--- config.mk ---
export PLATFORM = sky130hd
export DESIGN_NAME = io_top
export DESIGN_NICKNAME = d
export VERILOG_FILES = /design/src/io_pkg.sv /design/src/io_top.sv /design/src/seg_decoder.sv /design/src/interval_timer.sv /design/src/uart_tx.sv /design/src/tx_fifo.sv /design/src/io_controller.sv
export SDC_FILE = /design/constraint.sdc
export NUM_CORES = 1
export LEC_CHECK = 0
export ABC_AREA = 1
export BUFFER_PORTS_ARGS = -buffer_cell sky130_fd_sc_hd__buf_2
export CORE_MARGIN = 1
export CORE_UTILIZATION = 46
export CTS_CLUSTER_SIZE = 10
export DETAILED_ROUTE_END_ITERATION = 10
export SLEW_MARGIN = 20
export SYNTH_ARGS = -nofsm -noshare
export SYNTH_HDL_FRONTEND = slang
export SYNTH_HIERARCHICAL = 1
export SYNTH_SLANG_ARGS = --single-unit
export TNS_END_PERCENT = 20
--- constraint.sdc ---
create_clock -name clk_i -period 3.1 [get_ports clk_i]
set_input_delay 0.155 -clock clk_i [delete_from_list [all_inputs] [get_ports clk_i]]
set_output_delay 0.155 -clock clk_i [all_outputs]
set_load 0.05 [all_outputs]
--- src/io_pkg.sv ---
package io_pkg;

  typedef logic [31:0] word_t;
  typedef logic [13:0] addr_t;
  typedef logic [7:0]  byte_t;
  typedef logic [3:0]  region_t;
  typedef logic [6:0]  hex_t;    // active low, segment a in bit 0

  // address map, taken from adr[13:10]
  localparam region_t REG_SWLED = 4'd0;
  localparam region_t REG_UART  = 4'd1;
  localparam region_t REG_TIMER = 4'd2;
  localparam region_t REG_SEG   = 4'd3;

  localparam int FIFO_DEPTH = 8;
  localparam int FIFO_CNT_W = 4;   // holds 0..FIFO_DEPTH

  // short bit period keeps simulation fast
  localparam int CLKS_PER_BIT = 8;

  // region states carry the region number, so idle can jump straight there
  typedef enum logic [4:0] {
    S_SWLED = {1'b0, REG_SWLED},
    S_UART  = {1'b0, REG_UART},
    S_TIMER = {1'b0, REG_TIMER},
    S_SEG   = {1'b0, REG_SEG},
    S_IDLE  = 5'h10,
    S_DONE  = 5'h11
  } ctrl_state_t;

  typedef enum logic [1:0] {
    TX_IDLE,
    TX_START,
    TX_DATA,
    TX_STOP
  } tx_state_t;

endpackage
--- src/io_top.sv ---
module io_top
  import io_pkg::*;
(
  input  logic        clk_i,
  input  logic        rst_i,
  input  logic        cyc_i,
  input  logic        stb_i,
  input  logic        we_i,
  input  addr_t       adr_i,
  input  word_t       dat_i,
  input  logic [15:0] sw_i,
  output word_t       dat_o,
  output logic        ack_o,
  output logic [8:0]  led_o,
  output logic        tx_o,
  output logic        irq_o,
  output hex_t [7:0]  hex_o
);

  word_t uart_dat, timer_dat, seg_word;
  logic  uart_stb, uart_ack, timer_stb, timer_ack;
  byte_t fifo_head;
  logic  fifo_empty, fifo_pop;

  io_controller ctrl0 (
    .clk_i(clk_i), .rst_i(rst_i),
    .cyc_i(cyc_i), .stb_i(stb_i), .we_i(we_i), .adr_i(adr_i), .dat_i(dat_i),
    .sw_i(sw_i),
    .uart_dat_i(uart_dat), .uart_ack_i(uart_ack),
    .timer_dat_i(timer_dat), .timer_ack_i(timer_ack),
    .dat_o(dat_o), .ack_o(ack_o),
    .uart_stb_o(uart_stb), .timer_stb_o(timer_stb),
    .led_o(led_o), .seg_o(seg_word)
  );

  tx_fifo fifo0 (
    .clk_i(clk_i), .rst_i(rst_i),
    .stb_i(uart_stb), .we_i(we_i), .dat_i(dat_i), .pop_i(fifo_pop),
    .dat_o(uart_dat), .ack_o(uart_ack), .head_o(fifo_head), .empty_o(fifo_empty)
  );

  uart_tx uart0 (
    .clk_i(clk_i), .rst_i(rst_i),
    .head_i(fifo_head), .empty_i(fifo_empty),
    .pop_o(fifo_pop), .tx_o(tx_o)
  );

  interval_timer timer0 (
    .clk_i(clk_i), .rst_i(rst_i),
    .stb_i(timer_stb), .we_i(we_i), .adr_i(adr_i[1:0]), .dat_i(dat_i),
    .dat_o(timer_dat), .ack_o(timer_ack), .irq_o(irq_o)
  );

  seg_decoder seg0 (.seg_i(seg_word), .hex_o(hex_o));

endmodule

--- src/seg_decoder.sv ---
module seg_decoder
  import io_pkg::*;
(
  input  word_t      seg_i,
  output hex_t [7:0] hex_o
);

  // gfedcba, low lights the segment
  function automatic hex_t nib_to_seg(input logic [3:0] nib);
    case (nib)
      4'h0:    return 7'h40;
      4'h1:    return 7'h79;
      4'h2:    return 7'h24;
      4'h3:    return 7'h30;
      4'h4:    return 7'h19;
      4'h5:    return 7'h12;
      4'h6:    return 7'h02;
      4'h7:    return 7'h78;
      4'h8:    return 7'h00;
      4'h9:    return 7'h10;
      4'ha:    return 7'h08;
      4'hb:    return 7'h03;
      4'hc:    return 7'h46;
      4'hd:    return 7'h21;
      4'he:    return 7'h06;
      default: return 7'h0e;
    endcase
  endfunction

  always_comb
  begin
    for (int i = 0; i < 8; i++)
      hex_o[i] = nib_to_seg(seg_i[4*i +: 4]);
  end

endmodule

--- src/interval_timer.sv ---
module interval_timer
  import io_pkg::*;
(
  input  logic       clk_i,
  input  logic       rst_i,
  input  logic       stb_i,
  input  logic       we_i,
  input  logic [1:0] adr_i,
  input  word_t      dat_i,
  output word_t      dat_o,
  output logic       ack_o,
  output logic       irq_o
);

  word_t reload, count;
  logic  enable;

  assign ack_o = stb_i;

  always_comb
  begin
    case (adr_i)
      2'd0:    dat_o = reload;
      2'd1:    dat_o = count;
      2'd2:    dat_o = {30'h0, irq_o, enable};
      default: dat_o = '0;
    endcase
  end

  always_ff @(posedge clk_i or posedge rst_i)
  begin
    if (rst_i)
    begin
      reload <= '0;
      count  <= '0;
      enable <= 1'b0;
      irq_o  <= 1'b0;
    end
    else
    begin
      if (enable)
      begin
        if (count == '0)
        begin
          count <= reload;
          irq_o <= 1'b1;  // sticky until cleared
        end
        else
          count <= count - 1'b1;
      end
      if (stb_i && we_i)
      begin
        if (adr_i == 2'd0)
        begin
          reload <= dat_i;
          count  <= dat_i;  // restart from new value
        end
        if (adr_i == 2'd2)
        begin
          enable <= dat_i[0];
          if (dat_i[1])
            irq_o <= 1'b0;  // clear wins over a set in the same cycle
        end
      end
    end
  end

endmodule

--- src/uart_tx.sv ---
module uart_tx
  import io_pkg::*;
(
  input  logic  clk_i,
  input  logic  rst_i,
  input  byte_t head_i,
  input  logic  empty_i,
  output logic  pop_o,
  output logic  tx_o
);

  tx_state_t                         state;
  byte_t                             shift_q;
  logic [$clog2(CLKS_PER_BIT)-1:0]   baud_cnt;
  logic [2:0]                        bit_idx;
  logic                              bit_end;

  assign pop_o   = (state == TX_IDLE) && !empty_i;
  assign bit_end = (baud_cnt == ($clog2(CLKS_PER_BIT))'(CLKS_PER_BIT - 1));

  always_ff @(posedge clk_i or posedge rst_i)
  begin
    if (rst_i)
    begin
      state    <= TX_IDLE;
      tx_o     <= 1'b1;
      shift_q  <= '0;
      baud_cnt <= '0;
      bit_idx  <= '0;
    end
    else
    begin
      baud_cnt <= bit_end ? '0 : baud_cnt + 1'b1;
      case (state)
        TX_IDLE:
        begin
          baud_cnt <= '0;
          if (pop_o)
          begin
            shift_q <= head_i;
            tx_o    <= 1'b0;  // start bit
            state   <= TX_START;
          end
        end
        TX_START:
          if (bit_end)
          begin
            tx_o    <= shift_q[0];
            shift_q <= shift_q >> 1;
            bit_idx <= '0;
            state   <= TX_DATA;
          end
        TX_DATA:
          if (bit_end)
          begin
            if (bit_idx == 3'd7)
            begin
              tx_o  <= 1'b1;  // stop bit
              state <= TX_STOP;
            end
            else
            begin
              tx_o    <= shift_q[0];  // lsb first
              shift_q <= shift_q >> 1;
              bit_idx <= bit_idx + 1'b1;
            end
          end
        TX_STOP:
          if (bit_end)
            state <= TX_IDLE;
        default:
          state <= TX_IDLE;
      endcase
    end
  end

  idle_line_high: assert property (@(posedge clk_i) disable iff (rst_i)
                                   (state == TX_IDLE) |-> tx_o)
    else $error("tx line low while idle");

endmodule

--- src/tx_fifo.sv ---
module tx_fifo
  import io_pkg::*;
(
  input  logic  clk_i,
  input  logic  rst_i,
  input  logic  stb_i,
  input  logic  we_i,
  input  word_t dat_i,
  input  logic  pop_i,
  output word_t dat_o,
  output logic  ack_o,
  output byte_t head_o,
  output logic  empty_o
);

  byte_t                 mem [FIFO_DEPTH];
  logic [FIFO_CNT_W-2:0] rd_ptr, wr_ptr;
  logic [FIFO_CNT_W-1:0] count;
  logic                  full, push, pop;

  assign full    = (count == FIFO_CNT_W'(FIFO_DEPTH));
  assign empty_o = (count == '0);
  assign push    = stb_i && we_i && !full;  // dropped when full, still acked
  assign pop     = pop_i && !empty_o;
  assign ack_o   = stb_i;
  assign head_o  = mem[rd_ptr];
  assign dat_o   = {22'h0, full, empty_o, 4'h0, count};

  always_ff @(posedge clk_i)
  begin
    if (push)
      mem[wr_ptr] <= dat_i[7:0];
  end

  always_ff @(posedge clk_i or posedge rst_i)
  begin
    if (rst_i)
    begin
      rd_ptr <= '0;
      wr_ptr <= '0;
      count  <= '0;
    end
    else
    begin
      if (push)
        wr_ptr <= wr_ptr + 1'b1;  // wraps at depth
      if (pop)
        rd_ptr <= rd_ptr + 1'b1;
      case ({push, pop})
        2'b10:   count <= count + 1'b1;
        2'b01:   count <= count - 1'b1;
        default: count <= count;
      endcase
    end
  end

  count_bound: assert property (@(posedge clk_i) disable iff (rst_i)
                                count <= FIFO_CNT_W'(FIFO_DEPTH))
    else $error("fifo count above depth");

endmodule

--- src/io_controller.sv ---
module io_controller
  import io_pkg::*;
(
  input  logic        clk_i,
  input  logic        rst_i,
  input  logic        cyc_i,
  input  logic        stb_i,
  input  logic        we_i,
  input  addr_t       adr_i,
  input  word_t       dat_i,
  input  logic [15:0] sw_i,
  input  word_t       uart_dat_i,
  input  logic        uart_ack_i,
  input  word_t       timer_dat_i,
  input  logic        timer_ack_i,
  output word_t       dat_o,
  output logic        ack_o,
  output logic        uart_stb_o,
  output logic        timer_stb_o,
  output logic [8:0]  led_o,
  output word_t       seg_o
);

  ctrl_state_t state, state_next;
  region_t     region;
  word_t       result, result_next;
  word_t       seg_next;
  logic [8:0]  led_next;

  assign region      = adr_i[13:10];
  assign ack_o       = (state == S_DONE);
  assign dat_o       = result;
  assign uart_stb_o  = (state == S_UART);
  assign timer_stb_o = (state == S_TIMER);

  always_ff @(posedge clk_i or posedge rst_i)
  begin
    if (rst_i)
    begin
      state  <= S_IDLE;
      result <= '0;
      led_o  <= '0;
      seg_o  <= '0;
    end
    else
    begin
      state  <= state_next;
      result <= result_next;
      led_o  <= led_next;
      seg_o  <= seg_next;
    end
  end

  always_comb
  begin
    state_next  = state;
    result_next = result;
    led_next    = led_o;
    seg_next    = seg_o;
    case (state)
      S_IDLE:
        if (cyc_i && stb_i)
        begin
          result_next = '0;                             // unmapped reads return zero
          state_next  = ctrl_state_t'({1'b0, region});  // decode by region number
        end
      S_SWLED:
      begin
        if (we_i)
          led_next = dat_i[8:0];
        else
          result_next = {16'h0000, sw_i};
        state_next = S_DONE;
      end
      S_UART:
      begin
        if (!we_i)
          result_next = uart_dat_i;
        if (uart_ack_i)
          state_next = S_DONE;
      end
      S_TIMER:
      begin
        if (!we_i)
          result_next = timer_dat_i;
        if (timer_ack_i)
          state_next = S_DONE;
      end
      S_SEG:
      begin
        if (we_i)
          seg_next = dat_i;
        else
          result_next = seg_o;
        state_next = S_DONE;
      end
      S_DONE:
        state_next = S_IDLE;
      default:
        state_next = S_DONE;  // unmapped region, no side effect
    endcase
  end

  // the master drops stb after ack, so a cycle never completes twice in a row
  ack_single: assert property (@(posedge clk_i) disable iff (rst_i) ack_o |=> !ack_o)
    else $error("ack_o high for two cycles");

endmodule

---- Word level (Yosys, flattened, before mapping) ----
Memories as Yosys holds them, arrays and structs flattened.
Cells that the tools add are included.
storage, ports and cells
  flip-flop bits (word level) ............. 171
  memory bits (writable) .................. 64
  memory bits (read-only) ................. 896
  bits of input ports ..................... 67
  output and inout port bits .............. 100
  word-level logic and storage cells ...... 127
  memories ................................ 9
memories
  memory           words  width  read ports  clocked after memory_dff  write ports  line               RTL
  (no name shown)  16     7      1           0                         0            seg_decoder.sv:10  case (nib)
  (no name shown)  16     7      1           0                         0            seg_decoder.sv:10
  (no name shown)  16     7      1           0                         0            seg_decoder.sv:10
  (no name shown)  16     7      1           0                         0            seg_decoder.sv:10
  (no name shown)  16     7      1           0                         0            seg_decoder.sv:10
  (no name shown)  16     7      1           0                         0            seg_decoder.sv:10
  +3 memories      --     --     --          --                        --           --
cells by class
  add/subtract/negate cells ............... 7
  equal/unequal tests ..................... 26
  multiplexer cells ....................... 43
  reduce and logical (&&, ||, !) cells .... 26
operator list
  operator                                                              count
  32-bit two-way mux                                                    9
  32-bit one-hot mux with 5 select lines                                1
  32-bit one-hot mux with 3 select lines                                1
  32-bit zero test                                                      1
  8-bit two-way mux                                                     4
  32-bit by 1-bit subtractor with 32-bit output, second input constant  1
  8-bit one-hot mux with 3 select lines                                 1
  3-bit two-way mux                                                     5
  3-bit by 1-bit adder with 3-bit output, second input constant         4
  2-bit != test, second input constant                                  6
  1-bit two-way mux                                                     11
  5-bit by 2-bit == test with 1-bit output, second input constant       2
  5-bit == test, second input constant                                  2
  2-bit two-way mux                                                     5
  2-bit by 1-bit != test with 1-bit output, second input constant       5
  5-bit one-hot mux with 2 select lines                                 1
  5-bit AND reduction                                                   2
  2-bit == test, second input constant                                  4
  2-bit one-hot mux with 4 select lines                                 1
  4-bit one-hot mux with 2 select lines                                 1
  2-bit AND reduction                                                   4
  4-bit AND reduction                                                   2
  2-bit by 1-bit == test with 1-bit output, second input constant       3
  3-bit == test, second input constant                                  2
  16 further kinds                                                      24

---- Depth between registers and ports, before layout ----
Gate-level depths: netlist of the first run.
  depth in word-level cells ............... 6
  gate-level depth with buffers ........... 15
  depth with buffers taken out ............ 14

---- By module ----
Netlist of the first run, hierarchy kept.
modules (own cells, without submodules)
  module          instances  cells each  area each (µm²)  sequential area each (µm²)
  interval_timer  1          690         4698.3           1651.6
  io_controller   1          529         4131.5           1953.1
  tx_fifo         1          393         3642.2           2172.1
  seg_decoder     1          399         2153.3           0.0
  uart_tx         1          138         1036.0           426.7

---- Worst setup path after synthesis of the first run ----
No wires, ideal clock.
  kind .................................... register to register
  from .................................... register ctrl0/state[1] (netlist name)
  to ...................................... register fifo0.count[3]
  arrival time ............................ 2.347 ns
  required time ........................... 2.983 ns
  slack ................................... 0.636 ns
  cell stages (with the launch flop) ...... 15
  path through ............................ dfrtp_1 buf_4 nor2_8 nand2_4 nor2_8 buf_12 nand3_2 buf_6 ha_1 ha_1 or2_2 nand2_1 nand2_1 nand3_1 nand2_1
on the way
  longest elaborated chain between the ends .. 5
  elaborated cells on any way between the ends .. 7
  classes of those cells .................. 3 x eq/ne; 1 x mux; 3 x reduce/logical
ends and longest elaborated chain
  element                                                                             line                 RTL
  start, declared                                                                     io_controller.sv:24  ctrl_state_t state, state_next;
  start signal, assigned                                                              io_controller.sv:47  state <= state_next;
  5-bit by 1-bit == test with 1-bit output *                                          io_controller.sv:33  assign uart_stb_o = (state == S_UART);
  net uart_stb                                                                        io_top.sv:21         logic uart_stb, uart_ack, timer_stb, timer_ack;
  1-bit logical AND * (2 in a row)                                                    tx_fifo.sv:23        assign push = stb_i && we_i && !full;
  2-bit by 1-bit == test with 1-bit output / 2-bit == test (equally long branches)    tx_fifo.sv:49        case ({push, pop})
  4-bit one-hot mux with 2 select lines / 2-bit nonzero test (equally long branches)  --
  end signal, assigned                                                                tx_fifo.sv:50        2'b10: count <= count + 1'b1;
  end signal, assigned                                                                tx_fifo.sv:51        2'b01: count <= count - 1'b1;
  end signal, assigned                                                                tx_fifo.sv:52        default: count <= count;
  end, declared                                                                       tx_fifo.sv:18        logic [FIFO_CNT_W-1:0] count;
Mark *: on every way through the listed nets, which the timed path passes. The rest lies on a longest branch.
A chain may end at the register's enable or synchronous reset.

---- Worst setup path in the final report of the first run ----
  from .................................... register ctrl0/state[0] (netlist name)
  to ...................................... register timer0.enable
on the way
  longest elaborated chain between the ends .. 3
ends and longest elaborated chain
  element                                   line                  RTL
  5-bit by 2-bit == test with 1-bit output  io_controller.sv:34   assign timer_stb_o = (state == S_TIMER);
  net timer_stb                             io_top.sv:21
  1-bit logical AND                         interval_timer.sv:51  if (stb_i && we_i)
  2-bit AND reduction (no line)             --
  end signal, assigned                      interval_timer.sv:60  enable <= dat_i[0];
  end, declared                             interval_timer.sv:16  logic enable;
The timed path passes the listed nets, and every way through them passes these cells.

==> impl_metrics.py, run 1 <==
metrics = {
    "logic_synthesis": {
        "synth_edf_count": 64,
        "synthCells": 2149,
        "synth_area_sq_um": 15660,
        "postSynth.asyncResetShare_pct": 72.77,
        "yosysUniqueCellTypes": 46,
        "synth_top_flop_cell": "dfrtp_1",
        "synth.avg_cell_area_sq_um": 7.288,
        "synth-seq-cells": 235,
        "synth_common_cells": "799 x nand2_1, 206 x inv_1, 169 x dfrtp_1, 169 x nand3_1, 148 x nor2_1",
        "yosysSeqAreaShare_pct": 39.61,
        "synth_top_area_cell": "dfrtp_1",
        "synthTopCellsByArea": "dfrtp_1 27%, nand2_1 19%, edfxtp_1 12%",
        "synth_most_common_cell": "nand2_1",
        "yosysWarningCount": 6,
        "synth_top_cell_area_share_pct": 27.00,
    },
    "setup_path": {
        "reg2reg_to": "timer0/enable$_DFFE_PP0P_",
        "worstPathRequired_ps": 3570,
        "r2r_start": "ctrl0/state[0]$_DFFE_PP0P_",
        "end_kind": "register",
        "r2r_cells": 8,
        "reg2reg_slack_ps": 450,
        "startpoint_type": "register",
        "cp.arrival_ps": 3120,
        "cp_max_fo": 34,
        "critPathKind": "register to register",
    },
    "floorplanning": {
        "start_util_pct": 46.71,
        "die_y_microns": 186.5,
        "fp.dieW_microns": 186.5,
        "num_rows": 67,
        "die_area_sq_um": 34790,
        "io_pins": 167,
        "coreArea_sq_um": 33530,
    },
    "cells_and_area": {
        "utilization_pct": 53.54,
        "area_growth_syn_to_layout_pct": 14.64,
        "final_cells": 2791,
        "drive_above_1_share_pct": 14.65,
        "final_nets": 2462,
    },
    "route": {
        "ant_nets": 0,
        "drc": 0,
        "first_iter_violations": 1057,
        "wl_per_cell_microns": 15.51,
        "drt-total-wl_microns": 43300,
        "viasPerCell": 5.093,
        "drt_pass1_iterations": 7,
        "vias": 14210,
    },
    "grt": {
        "grt_overflow_total": 0,
        "grt_pass1_vias": 13650,
        "grt_max_degree": 88,
        "grt_pass1_wl_microns": 70700,
        "antenna_found_initial": 1,
        "grt.total_usage_pct": 24.83,
    },
    "clock_tree": {
        "cts_setup_buffers": 0,
        "clockBufferDepth": 3,
        "root_buffer": "clkbuf_16",
        "htreeDepth": 1,
        "clk_latency_ps": 550,
        "cts_buffers": 28,
        "cts.sinks": 235,
        "cts_tree": "done",
        "clkSlewWorstSetupHoldPaths_ps": 60,
    },
    "outcome": {
        "outcome": "finished, final reports clean",
    },
    "hold_path": {
        "hp-class": "input port to register",
        "holdPathEnd": "ctrl0/dat_o[12]$_DFFE_PP0P_",
        "hold_start": "sw_i[12]",
        "worstHoldPathCells": 5,
    },
    "pwr": {
        "vdd_ir_drop_max_v": 0.001018,
        "total_leakage_power_nw": 9.511,
        "power_per_cell_area_nw_per_um2": 1116,
    },
    "job": {
        "cap_violations": 0,
    },
    "sta": {
        "setup_viol": 0,
        "tightest_slew_ps": 893.6,
        "fmax_ghz": 0.3780,
        "finalSetupTns_ps": 0,
        "period_share_pct": 85.35,
        "skew_ps": 11.27,
        "final.min_clock_period_ps": 2646,
        "rsz0062_at_grt": "no",
        "final_max_slew_viol_count": 0,
        "hold_viol": 0,
        "relSlewSlack_pct": 40.43,
    },
    "place": {
        "port_buffers": 158,
        "placed_cells": 2688,
        "place.gp.congestion": 0.9193,
        "hpwl_microns": 30780,
    },
}
==> per-stage QoR <==
stage / hold WS (ps) / total power, mW / setup WS (ps) / instance area [sq um]
2_1_floorplan: -4.822 / 14.45 / 636.0 / 15760
3_3_place_gp: 274.5 / 16.73 / 494.1 / 16580
3_5_place_dp: 277.5 / 16.89 / 459.0 / 16580
4_1_cts: 15.50 / 20.10 / 466.2 / 17950
5_1_grt: 22.47 / 21.58 / 219.7 / 17950
6_report: 27.77 / 20.03 / 454.2 / 17950
==> registers in the layout (all words and copies together), names as in the netlist, 2 cells and up <==
name            flops
timer0/reload      32
ctrl0/seg_o        32
uart0/baud_cnt      3
timer0/count       32
fifo0/count         4
uart0/bit_idx       3
uart0/state         2
fifo0/wr_ptr        3
ctrl0/state         5
fifo0/rd_ptr        3
uart0/shift_q       8
ctrl0/led_o         9
ctrl0/dat_o        32
fifo0/mem          64
==> critical path, stage by stage, from the launching register on <==
cell and delay [ps]:
dfrtp_1 450, nor2_4 650, nand2_1 200, nor2_4 130, nand2_1 170, nor3_1 280, nand2_1 70, dlygate4sd3_1 560
o21ai_0 70
==> how the worst max path moves through the flow <==
stage                                from                          to  slack [ps]  cells past startpoint
2_1_floorplan  ctrl0/state[1]$_DFFE_PP0P_  fifo0/count[3]$_DFFE_PP0P_         640                     14
5_1_grt        ctrl0/state[0]$_DFFE_PP0P_   timer0/enable$_DFFE_PP0P_         220                      8
6_report       ctrl0/state[0]$_DFFE_PP0P_   timer0/enable$_DFFE_PP0P_         450                      8
4_1_cts        ctrl0/state[0]$_DFFE_PP0P_  fifo0/count[3]$_DFFE_PP0P_         470                     12
3_5_place_dp   ctrl0/state[0]$_DFFE_PP0P_  fifo0/count[3]$_DFFE_PP0P_         460                     12
3_3_place_gp   ctrl0/state[0]$_DFFE_PP0P_  fifo0/count[3]$_DFFE_PP0P_         490                     12
==> cell usage in the layout, fill, tap and decap left out, types with 54 or more instances in the layout <==
cell,count
buf_2,158
dfrtp_1,168
edfxtp_1,64
ha_1,73
inv_1,204
nand2_1,799
nand3_1,169
nand4_1,54
nor2_1,148
o21ai_0,112
==> power by group <==
part | internal, mW | leakage (nW) | switching [mW] | total, mW
registers | 4.15 | 2.60 | 1.38 | 5.54
logic | 3.11 | 6.50 | 8.30 | 11.4
clock network | 1.82 | 0.414 | 1.26 | 3.08
==> layout make-up <==
type	count	area, sq um
fillers	3334	15580
multi-input cells	1592	7923
flip-flops and latches	235	6205
repair buffers	237	1549
inverters	227	855.8
clock buffers	50	843.3
well taps	448	560.5
clock inverters	1	16.27
diodes	1	2.502
==> metal layers <==
metal	share of wire [%]	GRT usage, %	wire (microns)
met1	45	32.97	19420
met2	48	42.24	20720
met3	4.1	2.652	1785
met4	3.2	8.386	1373
met5	0	0	0
==> logic make-up (layout without fill, tap and decap cells) <==
group | Yosys count | after routing | share of synthesized area, %
and+or+nand+nor | 1273 | 1273 | 35.94
buffers and inverters | 347 | 515 | 10.43
DFF | 235 | 235 | 39.61
AOI/OAI and AO/OA | 208 | 208 | 7.414
adders and majority gates | 74 | 74 | 5.960
xor gates and xnor gates | 11 | 11 | 0.6152
other | 1 | 27 | 0.02394
==> repair_timing <==
item / 4_1_cts / 5_1_grt
hold buffers: 51 / 0
hold endpoints to repair: 278 / 0
resized for setup: 0 / 0
Power figures use the tool's default switching activity.
==> inputs of run 2 (changes only) <==
--- a/config.mk
+++ b/config.mk
@@ -5,10 +5,9 @@
 export SDC_FILE = /design/constraint.sdc
 export NUM_CORES = 1
 export LEC_CHECK = 0
-export ABC_AREA = 1
 export BUFFER_PORTS_ARGS = -buffer_cell sky130_fd_sc_hd__buf_2
 export CORE_MARGIN = 1
-export CORE_UTILIZATION = 46
+export CORE_UTILIZATION = 29
 export CTS_CLUSTER_SIZE = 10
 export DETAILED_ROUTE_END_ITERATION = 10
 export SLEW_MARGIN = 20
==> constraint.sdc (replaced) <==
create_clock -name clk_i -period 2.2 [get_ports clk_i]
set_input_delay 0.11 -clock clk_i [delete_from_list [all_inputs] [get_ports clk_i]]
set_output_delay 0.11 -clock clk_i [all_outputs]
set_load 0.05 [all_outputs]
==> impl_metrics.py, run 2 <==
metrics = {
    "setup_path": {
        "reg2reg_to": "fifo0/count[3]$_DFFE_PP0P_",
        "critPathKind": "register to register",
        "r2r_start": "ctrl0/state[2]$_DFFE_PP0P_",
        "r2r_cells": 8,
        "cp.arrival_ps": 2890,
        "cp_max_fo": 4,
        "worstPathRequired_ps": 2670,
        "startpoint_type": "register",
        "reg2reg_slack_ps": -220,
        "end_kind": "register",
    },
    "job": {
        "cap_violations": 0,
    },
    "clock_tree": {
        "cts_tree": "done",
        "cts_buffers": 28,
        "cts.sinks": 235,
        "clk_latency_ps": 550,
        "clkSlewWorstSetupHoldPaths_ps": 60,
        "htreeDepth": 1,
        "root_buffer": "clkbuf_16",
        "clockBufferDepth": 3,
    },
    "cells_and_area": {
        "area_growth_syn_to_layout_pct": 27.58,
        "layout_common_cells": "167 x buf_4, 146 x dfrtp_1, 140 x buf_2",
        "drive_above_1_share_pct": 33.73,
        "largest_register_ffs": 64,
        "regMostFlops": "fifo0/mem",
        "final_nets": 1794,
        "seq_area_sq_um": 6232,
        "utilization_pct": 37.47,
        "layout_commonest_cell": "buf_4",
        "fillers": 4991,
        "multiInputGateArea_sq_um": 7888,
    },
    "logic_synthesis": {
        "synth_top_area_cell": "dfrtp_1",
        "synth.avg_cell_area_sq_um": 10.99,
        "yosysUniqueCellTypes": 93,
        "synth_top_flop_cell": "dfrtp_1",
        "synth_most_common_cell": "dfrtp_1",
        "synth-seq-cells": 235,
        "yosysSeqAreaShare_pct": 42.19,
        "synthCells": 1338,
        "synth_common_cells": "169 x dfrtp_1, 138 x nand2_1, 98 x nor2_1, 79 x mux2i_1, 73 x ha_1",
        "synth_area_sq_um": 14700,
        "synthTopCellsByArea": "dfrtp_1 29%, edfxtp_1 13%, ha_1 6.2%",
        "postSynth.asyncResetShare_pct": 72.77,
        "yosysWarningCount": 6,
        "synth_edf_count": 64,
        "synth_top_cell_area_share_pct": 28.76,
    },
    "route": {
        "vias": 11640,
        "drt_pass1_iterations": 5,
        "viasPerCell": 4.961,
        "ant_nets": 0,
        "first_iter_violations": 751,
        "drt-total-wl_microns": 42720,
        "drc": 0,
        "wl_per_cell_microns": 18.20,
    },
    "floorplanning": {
        "io_pins": 167,
        "coreArea_sq_um": 50070,
        "start_util_pct": 29.37,
        "num_rows": 82,
        "die_y_microns": 227.2,
        "fp.dieW_microns": 227.2,
        "die_area_sq_um": 51610,
    },
    "grt": {
        "grt_pass1_wl_microns": 66290,
        "antenna_found_initial": 3,
        "grt_pass1_vias": 11670,
        "grt_max_degree": 40,
        "grt_overflow_total": 0,
        "grt.total_usage_pct": 16.33,
    },
    "pwr": {
        "power_per_cell_area_nw_per_um2": 1021,
        "vdd_ir_drop_max_v": 0.0005461,
        "total_leakage_power_nw": 8.277,
    },
    "place": {
        "hpwl_microns": 31320,
        "place.gp.congestion": 0.8622,
        "port_buffers": 158,
        "post-place-ws_ps": -252.5,
    },
    "sta": {
        "hold_viol": 0,
        "setup_viol": 21,
        "relSlewSlack_pct": 52.27,
        "final.min_clock_period_ps": 2417,
        "fmax_ghz": 0.4137,
        "finalSetupTns_ps": -1045,
        "skew_ps": 10.25,
        "final_max_slew_viol_count": 0,
        "period_share_pct": 109.9,
        "fin_ws_ps": -217.4,
        "tightest_slew_ps": 710.7,
        "rsz0062_at_grt": "yes",
    },
    "hold_path": {
        "holdPathEnd": "ctrl0/dat_o[5]$_DFFE_PP0P_",
        "hold_start": "sw_i[5]",
        "worstHoldPathCells": 4,
        "hp-class": "input port to register",
    },
    "outcome": {
        "violations": "negative setup slack",
        "outcome": "complete, but fails checks",
    },
}
run 2: cell type report:
class                           count  share of cell area (%)
Antenna cell                        3                 0.04002
Clock buffer                       48                   4.295
Clock inverter                      1                 0.08671
Inverter                           47                  0.9738
Multi-Input combinational cell    963                   42.05
Sequential cell                   235                   33.22
Tap cell                          672                   4.482
Timing Repair Buffer              378                   14.85
run 2: worst max-delay path by stage:
stage	start	to	slack (ps)	cells past startpoint
2_1_floorplan	ctrl0/state[3]$_DFFE_PP0P_	fifo0/count[3]$_DFFE_PP0P_	-400	8
3_3_place_gp	ctrl0/state[3]$_DFFE_PP0P_	fifo0/count[3]$_DFFE_PP0P_	-200	8
3_5_place_dp	ctrl0/state[3]$_DFFE_PP0P_	fifo0/count[3]$_DFFE_PP0P_	-250	8
4_1_cts	ctrl0/state[2]$_DFFE_PP0P_	fifo0/count[3]$_DFFE_PP0P_	-220	8
5_1_grt	ctrl0/state[2]$_DFFE_PP0P_	fifo0/count[3]$_DFFE_PP0P_	-270	9
6_report	ctrl0/state[2]$_DFFE_PP0P_	fifo0/count[3]$_DFFE_PP0P_	-220	8
run 2: kinds of logic after synthesis:
logic type	after synthesis	synth area share [%]
other	1	0.02550
flip-flops	235	42.19
buffers and inverters	165	6.501
AND/OR/NAND/NOR	420	14.81
adder cells (fa/ha/maj)	74	6.348
XOR/XNOR	16	0.9530
multiplexers	194	17.30
AO/OA/AOI/OAI	233	11.88
run 2: report_power, final:
group | internal [mW] | switching [mW] | total (mW) | leakage [nW]
Combinational | 3.40 | 5.56 | 8.96 | 5.08
Sequential | 5.19 | 0.767 | 5.95 | 2.80
Clock | 2.46 | 1.77 | 4.23 | 0.394
Total | 11.0 | 8.10 | 19.1 | 8.28
run 2: critical path, cell delays in order, from the launching register on:
cell and delay [ps]:
dfrtp_2 400, or3_4 400, nor3_4 250, nand3_4 110
ha_4 200, ha_1 310, a21oi_2 150, mux2_2 340
o211ai_1 170
run 2: stage by stage:
stage          hold slack, ps  cell area (sq um)  total power [mW]  cells
2_1_floorplan          -49.82              14870             11.80   1363
3_3_place_gp            61.60              16900             14.11   2216
3_5_place_dp            54.67              16900             14.25   2216
4_1_cts                 2.105              18570             19.04   2338
5_1_grt                 28.14              18750             20.17   2345
6_report                22.08              18760             19.15   2347
run 2: timing repair:
| action | 4_1_cts | 5_1_grt |
|---|---|---|
| setup endpoints to repair | 74 | 75 |
| setup buffers | 29 | 6 |
| hold buffers | 44 | 0 |
| hold endpoints to repair | 282 | 0 |
| gates resized for setup | 76 | 54 |
| pin swaps | 16 | 10 |
run 2: metal layers:
layer / GRT usage (%) / up-vias / wire length [microns]
met1: 21.24 / 5772 / 18760
met3: 2.517 / 74 / 2110
met4: 4.460 / 2 / 1048
met5: 0 / - / 13
met2: 28.05 / 275 / 20780
li1: - / 5521 / -
==> inputs of run 3 (changes only) <==
--- a/config.mk
+++ b/config.mk
@@ -6,7 +6,7 @@
 export NUM_CORES = 1
 export LEC_CHECK = 0
 export BUFFER_PORTS_ARGS = -buffer_cell sky130_fd_sc_hd__buf_2
-export CORE_MARGIN = 1
+export CORE_MARGIN = 4
 export CORE_UTILIZATION = 29
 export CTS_CLUSTER_SIZE = 10
 export DETAILED_ROUTE_END_ITERATION = 10
==> constraint.sdc (replaced) <==
create_clock -name clk_i -period 2.5 [get_ports clk_i]
set_input_delay 0.125 -clock clk_i [delete_from_list [all_inputs] [get_ports clk_i]]
set_output_delay 0.125 -clock clk_i [all_outputs]
set_load 0.05 [all_outputs]
==> impl_metrics.py, run 3 (synthesized netlist as in run 2, its figures left out) <==
metrics = {
    "sta": {
        "rsz0062_at_grt": "yes",
        "final.min_clock_period_ps": 2440,
        "setup_viol": 0,
        "tightest_slew_ps": 796.0,
        "period_share_pct": 97.62,
        "fin_ws_ps": 59.61,
        "final_max_slew_viol_count": 0,
        "relSlewSlack_pct": 46.93,
        "fmax_ghz": 0.4098,
        "skew_ps": 10.25,
        "hold_viol": 0,
    },
    "cells_and_area": {
        "layout_common_cells": "159 x dfrtp_1, 153 x buf_2, 138 x nand2_1",
        "final_nets": 1714,
        "final_cells": 2269,
        "area_growth_syn_to_layout_pct": 21.67,
        "largest_register_ffs": 64,
        "layout_commonest_cell": "dfrtp_1",
        "utilization_pct": 35.66,
        "regMostFlops": "fifo0/mem",
        "drive_above_1_share_pct": 27.29,
    },
    "pwr": {
        "vdd_ir_drop_max_v": 0.0004751,
        "p_clk_share_pct": 24.2,
        "total_leakage_power_nw": 7.901,
        "p_int_mw": 9.339,
        "seqPwrFrac_pct": 32.5,
        "p_sw_mw": 6.929,
        "power_per_cell_area_nw_per_um2": 909.3,
        "comb_power_share_pct": 43.3,
        "p_sw_share_pct": 42.59,
    },
    "clock_tree": {
        "cts_buffers": 29,
        "clockBufferDepth": 3,
        "clk_latency_ps": 560,
        "root_buffer": "clkbuf_16",
        "cts_tree": "done",
        "htreeDepth": 1,
        "clkSlewWorstSetupHoldPaths_ps": 60,
        "cts.sinks": 235,
    },
    "setup_path": {
        "critPathBufInv": 1,
        "end_kind": "register",
        "cp.arrival_ps": 2860,
        "cp_cell_sequence": "buf_4 -> or4b_4 -> nand3_4 -> ha_4 -> ha_4 -> or4b_4 -> o311ai_1 -> o211ai_1",
        "crit_path_top_delay_cell": "or4b_4",
        "cp_max_fo": 6,
        "startpoint_type": "register",
        "cpPeakStageDelay_ps": 560,
        "critPathKind": "register to register",
        "path_delay_family": "simple AND/OR/NAND/NOR gates",
        "worstPathRequired_ps": 2920,
    },
    "route": {
        "ant_nets": 0,
        "wl_per_cell_microns": 18.29,
        "drt-total-wl_microns": 41490,
        "viasPerCell": 4.985,
        "vias": 11310,
        "drc": 0,
        "drt_pass1_iterations": 5,
        "first_iter_violations": 740,
    },
    "grt": {
        "grt_pass1_vias": 11350,
        "antenna_found_initial": 7,
        "grt_pass1_wl_microns": 65160,
        "grt_max_degree": 51,
        "grt_overflow_total": 0,
        "grt.total_usage_pct": 14.99,
    },
    "floorplanning": {
        "coreArea_sq_um": 50170,
        "num_rows": 82,
        "die_y_microns": 233.2,
        "die_area_sq_um": 54370,
        "io_pins": 167,
        "start_util_pct": 29.31,
        "fp.dieW_microns": 233.2,
    },
    "place": {
        "placed_cells": 2171,
        "port_buffers": 158,
        "hpwl_microns": 30730,
        "post-place-ws_ps": 33.12,
        "place.gp.congestion": 0.8385,
    },
    "hold_path": {
        "hp-class": "input port to register",
    },
    "outcome": {
        "outcome": "finished, final reports clean",
    },
    "job": {
        "cap_violations": 0,
    },
}
[run 3: layout make-up]
type | count | area [sq um]
antenna | 3 | 7.507
clock buffer | 48 | 827.0
clock inverter | 4 | 47.55
fill | 4930 | 32280
inverter | 47 | 180.2
multi-input combinational | 963 | 7721
sequential | 235 | 6216
tap | 672 | 840.8
timing repair buffer | 297 | 2051
[run 3: worst paths after layout]
kind                                             start                           end  slack, ps  cells after the start
max                         fifo0/count[0]$_DFFE_PP0P_    fifo0/count[3]$_DFFE_PP0P_         60                      8
min                                            sw_i[5]    ctrl0/dat_o[5]$_DFFE_PP0P_          9                      4
max reg2reg                 fifo0/count[0]$_DFFE_PP0P_    fifo0/count[3]$_DFFE_PP0P_         60                      8
min reg2reg                uart0/baud_cnt[0]$_DFF_PP0_   uart0/baud_cnt[0]$_DFF_PP0_        440                      1
max in group asynchronous                        rst_i    ctrl0/state[4]$_DFFE_PP1P_       1570                      4
min in group asynchronous                        rst_i  timer0/reload[3]$_DFFE_PP0P_         50                      3
[run 3: timing repair]
| action | CTS | global route |
|---|---|---|
| gates resized for setup | 5 | 21 |
| cloned | 0 | 0 |
| hold endpoints to repair | 281 | 0 |
| setup endpoints to repair | 4 | 20 |
| setup buffers | 0 | 3 |
| pin swaps | 0 | 2 |
| hold buffers | 40 | 0 |
[run 3: worst reg2reg max path, stage by stage, from the launching register on]
cell      delay [ps]
dfrtp_1          400
buf_4            170
or4b_4           560
nand3_4          110
ha_4             160
ha_4             200
or4b_4           460
o311ai_1         110
o211ai_1         130
[run 3: power groups by stage]
| stage | sequential [mW] | clock [mW] | combinational (mW) |
|---|---|---|---|
| final | 5.28 | 3.93 | 7.05 |
| after global placement | 5.31 | 0 | 6.90 |
| after detailed placement | 5.34 | 0 | 6.99 |
| after CTS | 5.27 | 4.03 | 7.08 |
| after global routing | 5.39 | 4.20 | 7.61 |
| after floorplan | 5.94 | 0 | 4.44 |
[run 3: through the flow]
| stage | cell area, sq um | hold slack, ps | total power, mW | setup TNS, ps |
|---|---|---|---|---|
| final | 17890 | 8.679 | 16.27 | 0 |
| after global routing | 17890 | 14.72 | 17.20 | -55.23 |
| after CTS | 17820 | 0.8192 | 16.38 | 0 |
| after detailed placement | 16540 | 87.91 | 12.33 | 0 |
| after global placement | 16540 | 88.59 | 12.21 | 0 |
| after floorplan | 14860 | -34.82 | 10.38 | -786.1 |
[run 3: metal layers]
metal / global-route usage, % / wire length, microns / up-vias
li1: - / - / 5369
met4: 4.128 / 1171 / 4
met3: 2.976 / 2311 / 72
met5: 0 / 25 / -
met2: 24.68 / 19420 / 252
met1: 20.10 / 18560 / 5615
